`config.mk`:
```
export PLATFORM = sky130hd
export DESIGN_NAME = dsp_core
export DESIGN_NICKNAME = d
export VERILOG_FILES = /design/src/common/dsp_core_pkg.sv /design/src/rtl/block_store.sv /design/src/rtl/fetch_decode_stage.sv /design/src/rtl/operand_fetch_stage.sv /design/src/rtl/execute_stage.sv /design/src/rtl/dsp_core.sv
export SDC_FILE = /design/constraint.sdc
export NUM_CORES = 2
export LEC_CHECK = 0
export BUFFER_PORTS_ARGS = -buffer_cell sky130_fd_sc_hd__buf_4
export CORE_ASPECT_RATIO = 1.75
export CORE_UTILIZATION = 30
export CTS_BUF_LIST = sky130_fd_sc_hd__clkbuf_4
export DETAILED_ROUTE_END_ITERATION = 8
export PLACE_DENSITY = 0.46
export SLEW_MARGIN = 20
export SYNTH_ARGS = -nofsm -noshare
export SYNTH_HDL_FRONTEND = slang
export SYNTH_SLANG_ARGS = --single-unit
```
`constraint.sdc`:
```
create_clock -name clk -period 18.2 [get_ports clk]
set_input_delay 1.82 -clock clk [delete_from_list [all_inputs] [get_ports clk]]
set_output_delay 1.82 -clock clk [all_outputs]
set_load 0.05 [all_outputs]
```
`src/common/dsp_core_pkg.sv`:
```
package dsp_core_pkg;

	localparam int data_width_default = 16;
	localparam int n_blocks_default = 16;

	// Channel fields in the instruction word are 4 bits wide
	localparam int n_channels = 16;
	localparam int channel_addr_w = 4;

	typedef enum logic [2:0] {
		op_nop = 3'd0,
		op_madd = 3'd1,
		op_macz = 3'd2,
		op_mac = 3'd3,
		op_mov_acc = 3'd4,
		op_mov = 3'd5
	} opcode_e;

	typedef struct packed {
		opcode_e opcode;
		logic [channel_addr_w-1:0] dest;
		logic [channel_addr_w-1:0] src_a;
		logic [channel_addr_w-1:0] src_b;
		logic [channel_addr_w-1:0] src_c;
		logic a_reg;
		logic b_reg;
		logic [4:0] shift;
		logic sat_disable;
		logic [4:0] spare;
	} instr_t;

	// Ops that leave a result in the channel file
	function automatic logic op_writes_channel(opcode_e op);
		return op inside {op_madd, op_mov_acc, op_mov};
	endfunction

	function automatic logic op_reads_a(opcode_e op);
		return op inside {op_madd, op_macz, op_mac, op_mov};
	endfunction

	function automatic logic op_reads_b(opcode_e op);
		return op inside {op_madd, op_macz, op_mac};
	endfunction

	// Only madd takes a third operand
	function automatic logic op_reads_c(opcode_e op);
		return op == op_madd;
	endfunction

endpackage

```
`src/rtl/block_store.sv`:
```
`timescale 1ns/100ps

module block_store import dsp_core_pkg::*; #(
	parameter int data_width = data_width_default,
	parameter int n_blocks = n_blocks_default
) (
	input logic clk,
	input logic reset,
	input logic busy,
	input logic cmd_instr_write,
	input logic cmd_reg_write,
	input logic [$clog2(n_blocks)-1:0] cmd_block,
	input logic cmd_reg_sel,
	input instr_t cmd_instr,
	input logic signed [data_width-1:0] cmd_reg_value,
	input logic [$clog2(n_blocks)-1:0] block_addr,
	output instr_t instr,
	output logic signed [data_width-1:0] coef_0,
	output logic signed [data_width-1:0] coef_1,
	output logic [$clog2(n_blocks):0] blocks_running
);

	localparam int block_addr_w = $clog2(n_blocks);

	instr_t instrs [n_blocks];
	logic signed [data_width-1:0] coefs_0 [n_blocks];
	logic signed [data_width-1:0] coefs_1 [n_blocks];

	logic [block_addr_w:0] cmd_count;

	assign cmd_count = {1'b0, cmd_block} + 1'b1;

	// Program is cleared to nops and zero coefficients on reset
	always_ff @(posedge clk) begin
		if (reset) begin
			for (int i = 0; i < n_blocks; i++) begin
				instrs[i] <= '0;
				coefs_0[i] <= '0;
				coefs_1[i] <= '0;
			end
			blocks_running <= '0;
		end else begin
			if (cmd_instr_write)
				instrs[cmd_block] <= cmd_instr;
			if (cmd_reg_write && !cmd_reg_sel)
				coefs_0[cmd_block] <= cmd_reg_value;
			if (cmd_reg_write && cmd_reg_sel)
				coefs_1[cmd_block] <= cmd_reg_value;
			// Pass length follows the highest block touched
			if ((cmd_instr_write || cmd_reg_write) && cmd_count > blocks_running)
				blocks_running <= cmd_count;
		end
	end

	always_ff @(posedge clk) begin
		instr <= instrs[block_addr];
		coef_0 <= coefs_0[block_addr];
		coef_1 <= coefs_1[block_addr];
	end

	// The program must not change under a running pass
	assert property (@(posedge clk) disable iff (reset)
		(cmd_instr_write || cmd_reg_write) |-> !busy);

endmodule

```
`src/rtl/fetch_decode_stage.sv`:
```
`timescale 1ns/100ps

module fetch_decode_stage import dsp_core_pkg::*; #(
	parameter int data_width = data_width_default,
	parameter int n_blocks = n_blocks_default
) (
	input logic clk,
	input logic reset,
	input logic tick,
	input logic [$clog2(n_blocks):0] blocks_running,
	input instr_t instr,
	input logic signed [data_width-1:0] coef_0,
	input logic signed [data_width-1:0] coef_1,
	input logic fd_ready,
	input logic in_flight_empty,
	output logic [$clog2(n_blocks)-1:0] block_addr,
	output logic busy,
	output logic tick_accept,
	output logic fd_valid,
	output opcode_e opcode,
	output logic [channel_addr_w-1:0] dest,
	output logic [channel_addr_w-1:0] src_a,
	output logic [channel_addr_w-1:0] src_b,
	output logic [channel_addr_w-1:0] src_c,
	output logic a_reg,
	output logic b_reg,
	output logic [4:0] shift,
	output logic sat_disable,
	output logic signed [data_width-1:0] coef_0_out,
	output logic signed [data_width-1:0] coef_1_out
);

	localparam int block_addr_w = $clog2(n_blocks);

	typedef enum logic {st_idle, st_run} state_e;

	state_e state;
	logic [block_addr_w:0] next_blk;
	logic [block_addr_w-1:0] cur_blk;
	logic hold;
	logic more;
	logic fetch;

	assign busy = state == st_run;
	assign tick_accept = tick && state == st_idle;
	assign hold = fd_valid && !fd_ready;
	assign more = next_blk < blocks_running;
	assign fetch = busy && !hold && more;

	// While stalled the same block is read again so the store output stays put
	assign block_addr = hold ? cur_blk : next_blk[block_addr_w-1:0];

	always_ff @(posedge clk) begin
		cur_blk <= block_addr;
	end

	always_ff @(posedge clk) begin
		if (reset) begin
			state <= st_idle;
			fd_valid <= 1'b0;
			next_blk <= '0;
		end else begin
			case (state)
				st_idle: begin
					if (tick) begin
						state <= st_run;
						next_blk <= '0;
					end
				end
				st_run: begin
					if (!hold) begin
						fd_valid <= fetch;
						if (fetch)
							next_blk <= next_blk + 1'b1;
					end
					if (!more && !fd_valid && in_flight_empty)
						state <= st_idle;
				end
				default: state <= st_idle;
			endcase
		end
	end

	assign opcode = instr.opcode;
	assign dest = instr.dest;
	assign src_a = instr.src_a;
	assign src_b = instr.src_b;
	assign src_c = instr.src_c;
	assign a_reg = instr.a_reg;
	assign b_reg = instr.b_reg;
	assign shift = instr.shift;
	assign sat_disable = instr.sat_disable;
	assign coef_0_out = coef_0;
	assign coef_1_out = coef_1;

	assert property (@(posedge clk) disable iff (reset) tick |-> !busy);

	// A stalled item must come back unchanged from the store
	assert property (@(posedge clk) disable iff (reset)
		hold |=> fd_valid && $stable(instr) && $stable(coef_0) && $stable(coef_1));

endmodule

```
`src/rtl/operand_fetch_stage.sv`:
```
`timescale 1ns/100ps

module operand_fetch_stage import dsp_core_pkg::*; #(
	parameter int data_width = data_width_default,
	parameter int n_blocks = n_blocks_default
) (
	input logic clk,
	input logic reset,
	input logic tick_accept,
	input logic signed [data_width-1:0] sample_in,
	output logic signed [data_width-1:0] sample_out,
	input logic fd_valid,
	output logic fd_ready,
	output logic in_flight_empty,
	input opcode_e opcode,
	input logic [channel_addr_w-1:0] dest,
	input logic [channel_addr_w-1:0] src_a,
	input logic [channel_addr_w-1:0] src_b,
	input logic [channel_addr_w-1:0] src_c,
	input logic a_reg,
	input logic b_reg,
	input logic [4:0] shift,
	input logic sat_disable,
	input logic signed [data_width-1:0] coef_0,
	input logic signed [data_width-1:0] coef_1,
	input logic wb_valid,
	input logic wb_write,
	input logic [channel_addr_w-1:0] wb_dest,
	input logic signed [data_width-1:0] wb_value,
	output logic ex_valid,
	output opcode_e ex_opcode,
	output logic [channel_addr_w-1:0] ex_dest,
	output logic [4:0] ex_shift,
	output logic ex_sat_disable,
	output logic signed [data_width-1:0] arg_a,
	output logic signed [data_width-1:0] arg_b,
	output logic signed [data_width-1:0] arg_c
);

	// Outstanding items never exceed one pass
	localparam int count_w = $clog2(n_blocks + 1);

	logic signed [data_width-1:0] channels [n_channels];
	logic [n_channels-1:0] pending;
	logic [count_w-1:0] in_flight;

	logic held_valid;
	opcode_e held_opcode;
	logic [channel_addr_w-1:0] held_dest;
	logic [channel_addr_w-1:0] held_src_a;
	logic [channel_addr_w-1:0] held_src_b;
	logic [channel_addr_w-1:0] held_src_c;
	logic held_a_reg;
	logic held_b_reg;
	logic [4:0] held_shift;
	logic held_sat_disable;
	logic signed [data_width-1:0] held_coef_0;
	logic signed [data_width-1:0] held_coef_1;

	logic uses_a;
	logic uses_b;
	logic uses_c;
	logic writes;
	logic hazard;

	assign uses_a = op_reads_a(held_opcode) && !held_a_reg;
	assign uses_b = op_reads_b(held_opcode) && !held_b_reg;
	assign uses_c = op_reads_c(held_opcode);
	assign writes = op_writes_channel(held_opcode);
	assign hazard = (uses_a && pending[held_src_a]) || (uses_b && pending[held_src_b]) ||
		(uses_c && pending[held_src_c]) || (writes && pending[held_dest]);

	assign ex_valid = held_valid && !hazard;
	assign fd_ready = !held_valid || ex_valid;
	assign in_flight_empty = !held_valid && in_flight == '0;

	always_ff @(posedge clk) begin
		if (reset)
			held_valid <= 1'b0;
		else if (fd_ready)
			held_valid <= fd_valid;
	end

	always_ff @(posedge clk) begin
		if (fd_ready && fd_valid) begin
			held_opcode <= opcode;
			held_dest <= dest;
			held_src_a <= src_a;
			held_src_b <= src_b;
			held_src_c <= src_c;
			held_a_reg <= a_reg;
			held_b_reg <= b_reg;
			held_shift <= shift;
			held_sat_disable <= sat_disable;
			held_coef_0 <= coef_0;
			held_coef_1 <= coef_1;
		end
	end

	assign ex_opcode = held_opcode;
	assign ex_dest = held_dest;
	assign ex_shift = held_shift;
	assign ex_sat_disable = held_sat_disable;
	assign arg_a = held_a_reg ? held_coef_0 : channels[held_src_a];
	assign arg_b = held_b_reg ? held_coef_1 : channels[held_src_b];
	assign arg_c = channels[held_src_c];

	always_ff @(posedge clk) begin
		if (reset) begin
			pending <= '0;
			in_flight <= '0;
		end else begin
			if (wb_valid && wb_write)
				pending[wb_dest] <= 1'b0;
			if (ex_valid && writes)
				pending[held_dest] <= 1'b1;
			if (ex_valid && !wb_valid)
				in_flight <= in_flight + 1'b1;
			else if (!ex_valid && wb_valid)
				in_flight <= in_flight - 1'b1;
		end
	end

	always_ff @(posedge clk) begin
		if (reset) begin
			for (int i = 0; i < n_channels; i++)
				channels[i] <= '0;
			sample_out <= '0;
		end else begin
			if (wb_valid && wb_write)
				channels[wb_dest] <= wb_value;
			// Ticks only land between passes, so no writeback competes here
			if (tick_accept) begin
				sample_out <= channels[0];
				channels[0] <= sample_in;
			end
		end
	end

	assert property (@(posedge clk) disable iff (reset)
		wb_valid && wb_write |-> pending[wb_dest]);

	assert property (@(posedge clk) disable iff (reset) wb_valid |-> in_flight != '0);

endmodule

```
`src/rtl/execute_stage.sv`:
```
`timescale 1ns/100ps

module execute_stage import dsp_core_pkg::*; #(
	parameter int data_width = data_width_default
) (
	input logic clk,
	input logic reset,
	input logic ex_valid,
	input opcode_e ex_opcode,
	input logic [channel_addr_w-1:0] ex_dest,
	input logic [4:0] ex_shift,
	input logic ex_sat_disable,
	input logic signed [data_width-1:0] arg_a,
	input logic signed [data_width-1:0] arg_b,
	input logic signed [data_width-1:0] arg_c,
	output logic wb_valid,
	output logic wb_write,
	output logic [channel_addr_w-1:0] wb_dest,
	output logic signed [data_width-1:0] wb_value
);

	localparam int prod_width = 2 * data_width;
	localparam int acc_width = 2 * data_width + 8;

	localparam logic signed [acc_width-1:0] sat_max = 2 ** (data_width - 1) - 1;
	localparam logic signed [acc_width-1:0] sat_min = -(2 ** (data_width - 1));

	logic signed [prod_width-1:0] product;

	logic s1_valid;
	opcode_e s1_opcode;
	logic [channel_addr_w-1:0] s1_dest;
	logic s1_sat_disable;
	logic signed [prod_width-1:0] s1_prod;
	logic signed [data_width-1:0] s1_arg_a;
	logic signed [data_width-1:0] s1_arg_c;

	logic signed [acc_width-1:0] acc;
	logic signed [acc_width-1:0] acc_next;
	logic signed [acc_width-1:0] prod_ext;
	logic signed [acc_width-1:0] a_ext;
	logic signed [acc_width-1:0] c_ext;
	logic signed [acc_width-1:0] sum;
	logic signed [data_width-1:0] result;

	assign product = arg_a * arg_b;

	always_ff @(posedge clk) begin
		if (reset)
			s1_valid <= 1'b0;
		else
			s1_valid <= ex_valid;
	end

	always_ff @(posedge clk) begin
		s1_opcode <= ex_opcode;
		s1_dest <= ex_dest;
		s1_sat_disable <= ex_sat_disable;
		s1_prod <= product >>> ex_shift;
		s1_arg_a <= arg_a;
		s1_arg_c <= arg_c;
	end

	assign prod_ext = s1_prod;
	assign a_ext = s1_arg_a;
	assign c_ext = s1_arg_c;

	always_comb begin
		acc_next = acc;
		sum = '0;
		case (s1_opcode)
			op_madd: sum = prod_ext + c_ext;
			op_macz: acc_next = prod_ext;
			op_mac: acc_next = acc + prod_ext;
			op_mov_acc: sum = acc;
			op_mov: sum = a_ext;
			default: sum = '0;
		endcase
	end

	always_comb begin
		if (s1_sat_disable)
			result = sum[data_width-1:0];
		else if (sum > sat_max)
			result = sat_max[data_width-1:0];
		else if (sum < sat_min)
			result = sat_min[data_width-1:0];
		else
			result = sum[data_width-1:0];
	end

	// Accumulator only moves for valid items, so mov_acc sees every earlier mac
	always_ff @(posedge clk) begin
		if (reset) begin
			acc <= '0;
			wb_valid <= 1'b0;
		end else begin
			wb_valid <= s1_valid;
			if (s1_valid)
				acc <= acc_next;
		end
	end

	always_ff @(posedge clk) begin
		wb_write <= op_writes_channel(s1_opcode);
		wb_dest <= s1_dest;
		wb_value <= result;
	end

endmodule

```
`src/rtl/dsp_core.sv`:
```
`timescale 1ns/100ps

module dsp_core import dsp_core_pkg::*; #(
	parameter int data_width = data_width_default,
	parameter int n_blocks = n_blocks_default
) (
	input logic clk,
	input logic reset,
	input logic tick,
	input logic signed [data_width-1:0] sample_in,
	output logic signed [data_width-1:0] sample_out,
	output logic busy,
	input logic cmd_instr_write,
	input logic cmd_reg_write,
	input logic [$clog2(n_blocks)-1:0] cmd_block,
	input logic cmd_reg_sel,
	input instr_t cmd_instr,
	input logic signed [data_width-1:0] cmd_reg_value
);

	localparam int block_addr_w = $clog2(n_blocks);

	logic [block_addr_w-1:0] block_addr;
	logic [block_addr_w:0] blocks_running;
	instr_t instr;
	logic signed [data_width-1:0] coef_0;
	logic signed [data_width-1:0] coef_1;
	logic tick_accept;

	logic fd_valid;
	logic fd_ready;
	logic in_flight_empty;
	opcode_e fd_opcode;
	logic [channel_addr_w-1:0] fd_dest;
	logic [channel_addr_w-1:0] fd_src_a;
	logic [channel_addr_w-1:0] fd_src_b;
	logic [channel_addr_w-1:0] fd_src_c;
	logic fd_a_reg;
	logic fd_b_reg;
	logic [4:0] fd_shift;
	logic fd_sat_disable;
	logic signed [data_width-1:0] fd_coef_0;
	logic signed [data_width-1:0] fd_coef_1;

	logic ex_valid;
	opcode_e ex_opcode;
	logic [channel_addr_w-1:0] ex_dest;
	logic [4:0] ex_shift;
	logic ex_sat_disable;
	logic signed [data_width-1:0] arg_a;
	logic signed [data_width-1:0] arg_b;
	logic signed [data_width-1:0] arg_c;

	logic wb_valid;
	logic wb_write;
	logic [channel_addr_w-1:0] wb_dest;
	logic signed [data_width-1:0] wb_value;

	block_store #(.data_width(data_width), .n_blocks(n_blocks)) u_block_store (
		.clk(clk),
		.reset(reset),
		.busy(busy),
		.cmd_instr_write(cmd_instr_write),
		.cmd_reg_write(cmd_reg_write),
		.cmd_block(cmd_block),
		.cmd_reg_sel(cmd_reg_sel),
		.cmd_instr(cmd_instr),
		.cmd_reg_value(cmd_reg_value),
		.block_addr(block_addr),
		.instr(instr),
		.coef_0(coef_0),
		.coef_1(coef_1),
		.blocks_running(blocks_running)
	);

	fetch_decode_stage #(.data_width(data_width), .n_blocks(n_blocks)) u_fetch_decode (
		.clk(clk),
		.reset(reset),
		.tick(tick),
		.blocks_running(blocks_running),
		.instr(instr),
		.coef_0(coef_0),
		.coef_1(coef_1),
		.fd_ready(fd_ready),
		.in_flight_empty(in_flight_empty),
		.block_addr(block_addr),
		.busy(busy),
		.tick_accept(tick_accept),
		.fd_valid(fd_valid),
		.opcode(fd_opcode),
		.dest(fd_dest),
		.src_a(fd_src_a),
		.src_b(fd_src_b),
		.src_c(fd_src_c),
		.a_reg(fd_a_reg),
		.b_reg(fd_b_reg),
		.shift(fd_shift),
		.sat_disable(fd_sat_disable),
		.coef_0_out(fd_coef_0),
		.coef_1_out(fd_coef_1)
	);

	operand_fetch_stage #(.data_width(data_width), .n_blocks(n_blocks)) u_operand_fetch (
		.clk(clk),
		.reset(reset),
		.tick_accept(tick_accept),
		.sample_in(sample_in),
		.sample_out(sample_out),
		.fd_valid(fd_valid),
		.fd_ready(fd_ready),
		.in_flight_empty(in_flight_empty),
		.opcode(fd_opcode),
		.dest(fd_dest),
		.src_a(fd_src_a),
		.src_b(fd_src_b),
		.src_c(fd_src_c),
		.a_reg(fd_a_reg),
		.b_reg(fd_b_reg),
		.shift(fd_shift),
		.sat_disable(fd_sat_disable),
		.coef_0(fd_coef_0),
		.coef_1(fd_coef_1),
		.wb_valid(wb_valid),
		.wb_write(wb_write),
		.wb_dest(wb_dest),
		.wb_value(wb_value),
		.ex_valid(ex_valid),
		.ex_opcode(ex_opcode),
		.ex_dest(ex_dest),
		.ex_shift(ex_shift),
		.ex_sat_disable(ex_sat_disable),
		.arg_a(arg_a),
		.arg_b(arg_b),
		.arg_c(arg_c)
	);

	execute_stage #(.data_width(data_width)) u_execute (
		.clk(clk),
		.reset(reset),
		.ex_valid(ex_valid),
		.ex_opcode(ex_opcode),
		.ex_dest(ex_dest),
		.ex_shift(ex_shift),
		.ex_sat_disable(ex_sat_disable),
		.arg_a(arg_a),
		.arg_b(arg_b),
		.arg_c(arg_c),
		.wb_valid(wb_valid),
		.wb_write(wb_write),
		.wb_dest(wb_dest),
		.wb_value(wb_value)
	);

endmodule

```
==> reports/summary.txt <==
Final hold vios -> 0
CP startpoint kind -> register
Crit Path Category -> register to register
Chip width -> 408 um
DRC Markers -> 0
Post-layout util -> 33.5%
Period utilization -> 60.6%
Adder-cell share of the synthesized area -> 8.61%
Yosys top cell area share -> 43.7%
Synth area leaders -> edfxtp_1 (44%), and2_1 (8.7%), mux4_2 (6.8%)
Cell family contributing the most delay on the critical path -> adder cells
Port bufs -> 85
Relative slew slack -> 29.3%
Final #Nets -> 7792
Post-cts resize count -> 0
Period minus WS final -> 11.02 ns
Vias -> 57600
Sequential fraction of the synthesis area -> 49.7%
Max Cap Viol -> 0
Async S/R FF share, synth -> 0%
RSZ-0062 raised after global routing -> false
Post-synthesis cell area -> 86500 sq um
Initial antenna violation count -> 42
DP HPWL -> 198000 um
Crit-path max FO -> 37
CTS Sinks -> 1515
Setup Skew -> 0.0956 ns
Postcts setup bufs -> 0
Cell accounting for the most synthesized area -> edfxtp_1
Clock Latency Late Sink -> 1.28 ns
CP required -> 19.28 ns
Initial Util -> 30.2%
Die Area -> 290000 sq um
Pre-antenna DRT Iters -> 7
Post-synth EDFFs -> 1259
RD Place Congestion -> 0.888
Die height -> 712 um
Reg with most FFs -> u_block_store.instrs
Largest net degree at the start of global routing -> 132
Reg2Reg Setup Slack -> 7.18 ns
Clock-pin slew of the registers on the worst-case setup and hold paths -> 0.06 ns
Setup TNS -> 0 ns
CTS buffer count -> 397
CP bufs+invs -> 7
Routed WL -> 288000 um
Synth unique cells -> 102
Io pins -> 91
First-pass GRT wire length -> 415000 um
Post-synthesis xor/xnor area fraction -> 0.897%
Gate Count Post-Synth -> 7164
HP Class -> register to register
Setup-failing EPs final -> 0
Status -> finished, final reports clean
Arrival @ worst endpoint -> 12.10 ns
CP most frequent cell -> fa_1
Vias in the first global route -> 60900
WL per Instance -> 25.3 um
Compound-gate portion of the synthesized area -> 7.13%
Post-Syn Area per Cell -> 12.1 sq um
CTS Hold Bufs -> 0
Max Fclk -> 90.7 MHz
Post-route ant nets -> 0
HP Start -> u_execute.s1_dest[2]
Core ar. -> 287000 sq um
Rows -> 260
Final Max Slew Viols -> 0
Least-Margin Pin Slew -> 1.06 ns
First-iteration detailed-routing DRC count -> 3944
Largest family of logic cells by synthesized area -> simple AND/OR/NAND/NOR gates
CTS tree -> built
Clk buf depth -> 4
Total Routing Usage GR -> 19.5%
Post-synthesis register bit count -> 1515
Yosys Warn Count -> 0
Slowest cell on crit path -> mux2i_4
Syn-to-layout area delta -> 11.0%
Htree depth -> 5
Share of layout cells above drive strength 1 -> 17.4%
Largest register FFs -> 432
Setup slack at placement -> 7.12 ns
Setup ws final -> 7.18 ns
Predominant post-synthesis flop cell -> edfxtp_1
Crit-path max cell delay -> 0.72 ns
Mapped Nets -> 7674
Type of element capturing the critical path -> register
Post-Synth Simple-Gate Area -> 15.2%
Gr ovfl total -> 0
Mux contribution to synthesized area -> 14.5%
Root Buffer -> clkbuf_4
Routed vias/inst -> 5.05
cell families after synthesis:
group                      after synthesis
and+or+nand+nor                       2474
muxes                                  904
buffers and inverters                  845
DFF                                   1515
xor gates and xnor gates                87
adders and majority gates              436
AOI/OAI and AO/OA                      903
layout make-up:
cell class,count,area [sq um]
clock buffer,575,4320
fill,28700,191000
inverter,340,1280
sequential,1515,42900
antenna,31,77.6
clock inverter,125,627
timing repair buffer,224,1720
tap,3799,4750
multi-input combinational,4804,40200
cells in the final DEF, fill, tap and decap left out, types with 220 or more instances in the layout:
master,Yosys,layout
dfxtp_1,256,251
mux4_2,262,262
and2_1,1204,1204
a21oi_1,311,311
edfxtp_1,1259,1259
inv_1,324,323
nand2_1,447,445
buf_4,20,220
fa_1,265,265
nor2_1,481,459
mux2i_1,488,474
clkbuf_4,0,575
cells in the mapped netlist, drive strengths merged, types with 6 or more instances:
cell / n
or3: 13
xor2: 26
a221o: 9
nand4: 26
nor2b: 29
o221ai: 92
dfxtp: 256
clkbuf: 369
or2: 76
clkinv: 14
nor2: 482
o21ai: 123
a21o: 58
o31ai: 10
and2: 1205
a21oi: 314
o21a: 13
mux2: 154
nor4: 11
buf: 136
a22oi: 18
a22o: 19
ha: 171
mux2i: 488
a211o: 7
fa: 265
nand2: 448
nor3: 54
a31oi: 25
a311oi: 6
edfxtp: 1259
o211ai: 13
inv: 326
nand2b: 27
a211oi: 33
a221oi: 15
a21boi: 7
xnor2: 60
o21bai: 11
a32oi: 64
nand3: 51
mux4: 262
and3: 30
a2111oi: 13
per-layer routing:
metal / GRT usage [%] / vias to the layer above / wire [um]
met5: 0 / - / 132
met4: 11.3 / 22 / 17400
met3: 3.23 / 677 / 13600
met2: 36.9 / 1730 / 155000
met1: 20.0 / 29000 / 102000
li1: - / 26100 / -
stage by stage:
stage          area (sq um)  hold slack, ns  cells
2_1_floorplan         86500           0.310   7164
3_3_place_gp          90900           0.311  10700
3_5_place_dp          90900           0.312  10700
4_1_cts               95900           0.327  11400
5_1_grt               95900           0.337  11400
6_report              96000           0.327  11400
path summary, 6_finish.rpt:
kind | to | cells after the start
hold reg to reg | u_execute.wb_dest[2] | 0
setup reg to reg | u_execute.s1_prod[3] | 28
setup / recovery | u_execute.s1_prod[3] | 28
hold / removal | u_execute.wb_dest[2] | 0
Power is left out: the tool's default activity adds up to more than one toggle a clock period on the data nets, which glitch-free logic cannot reach.
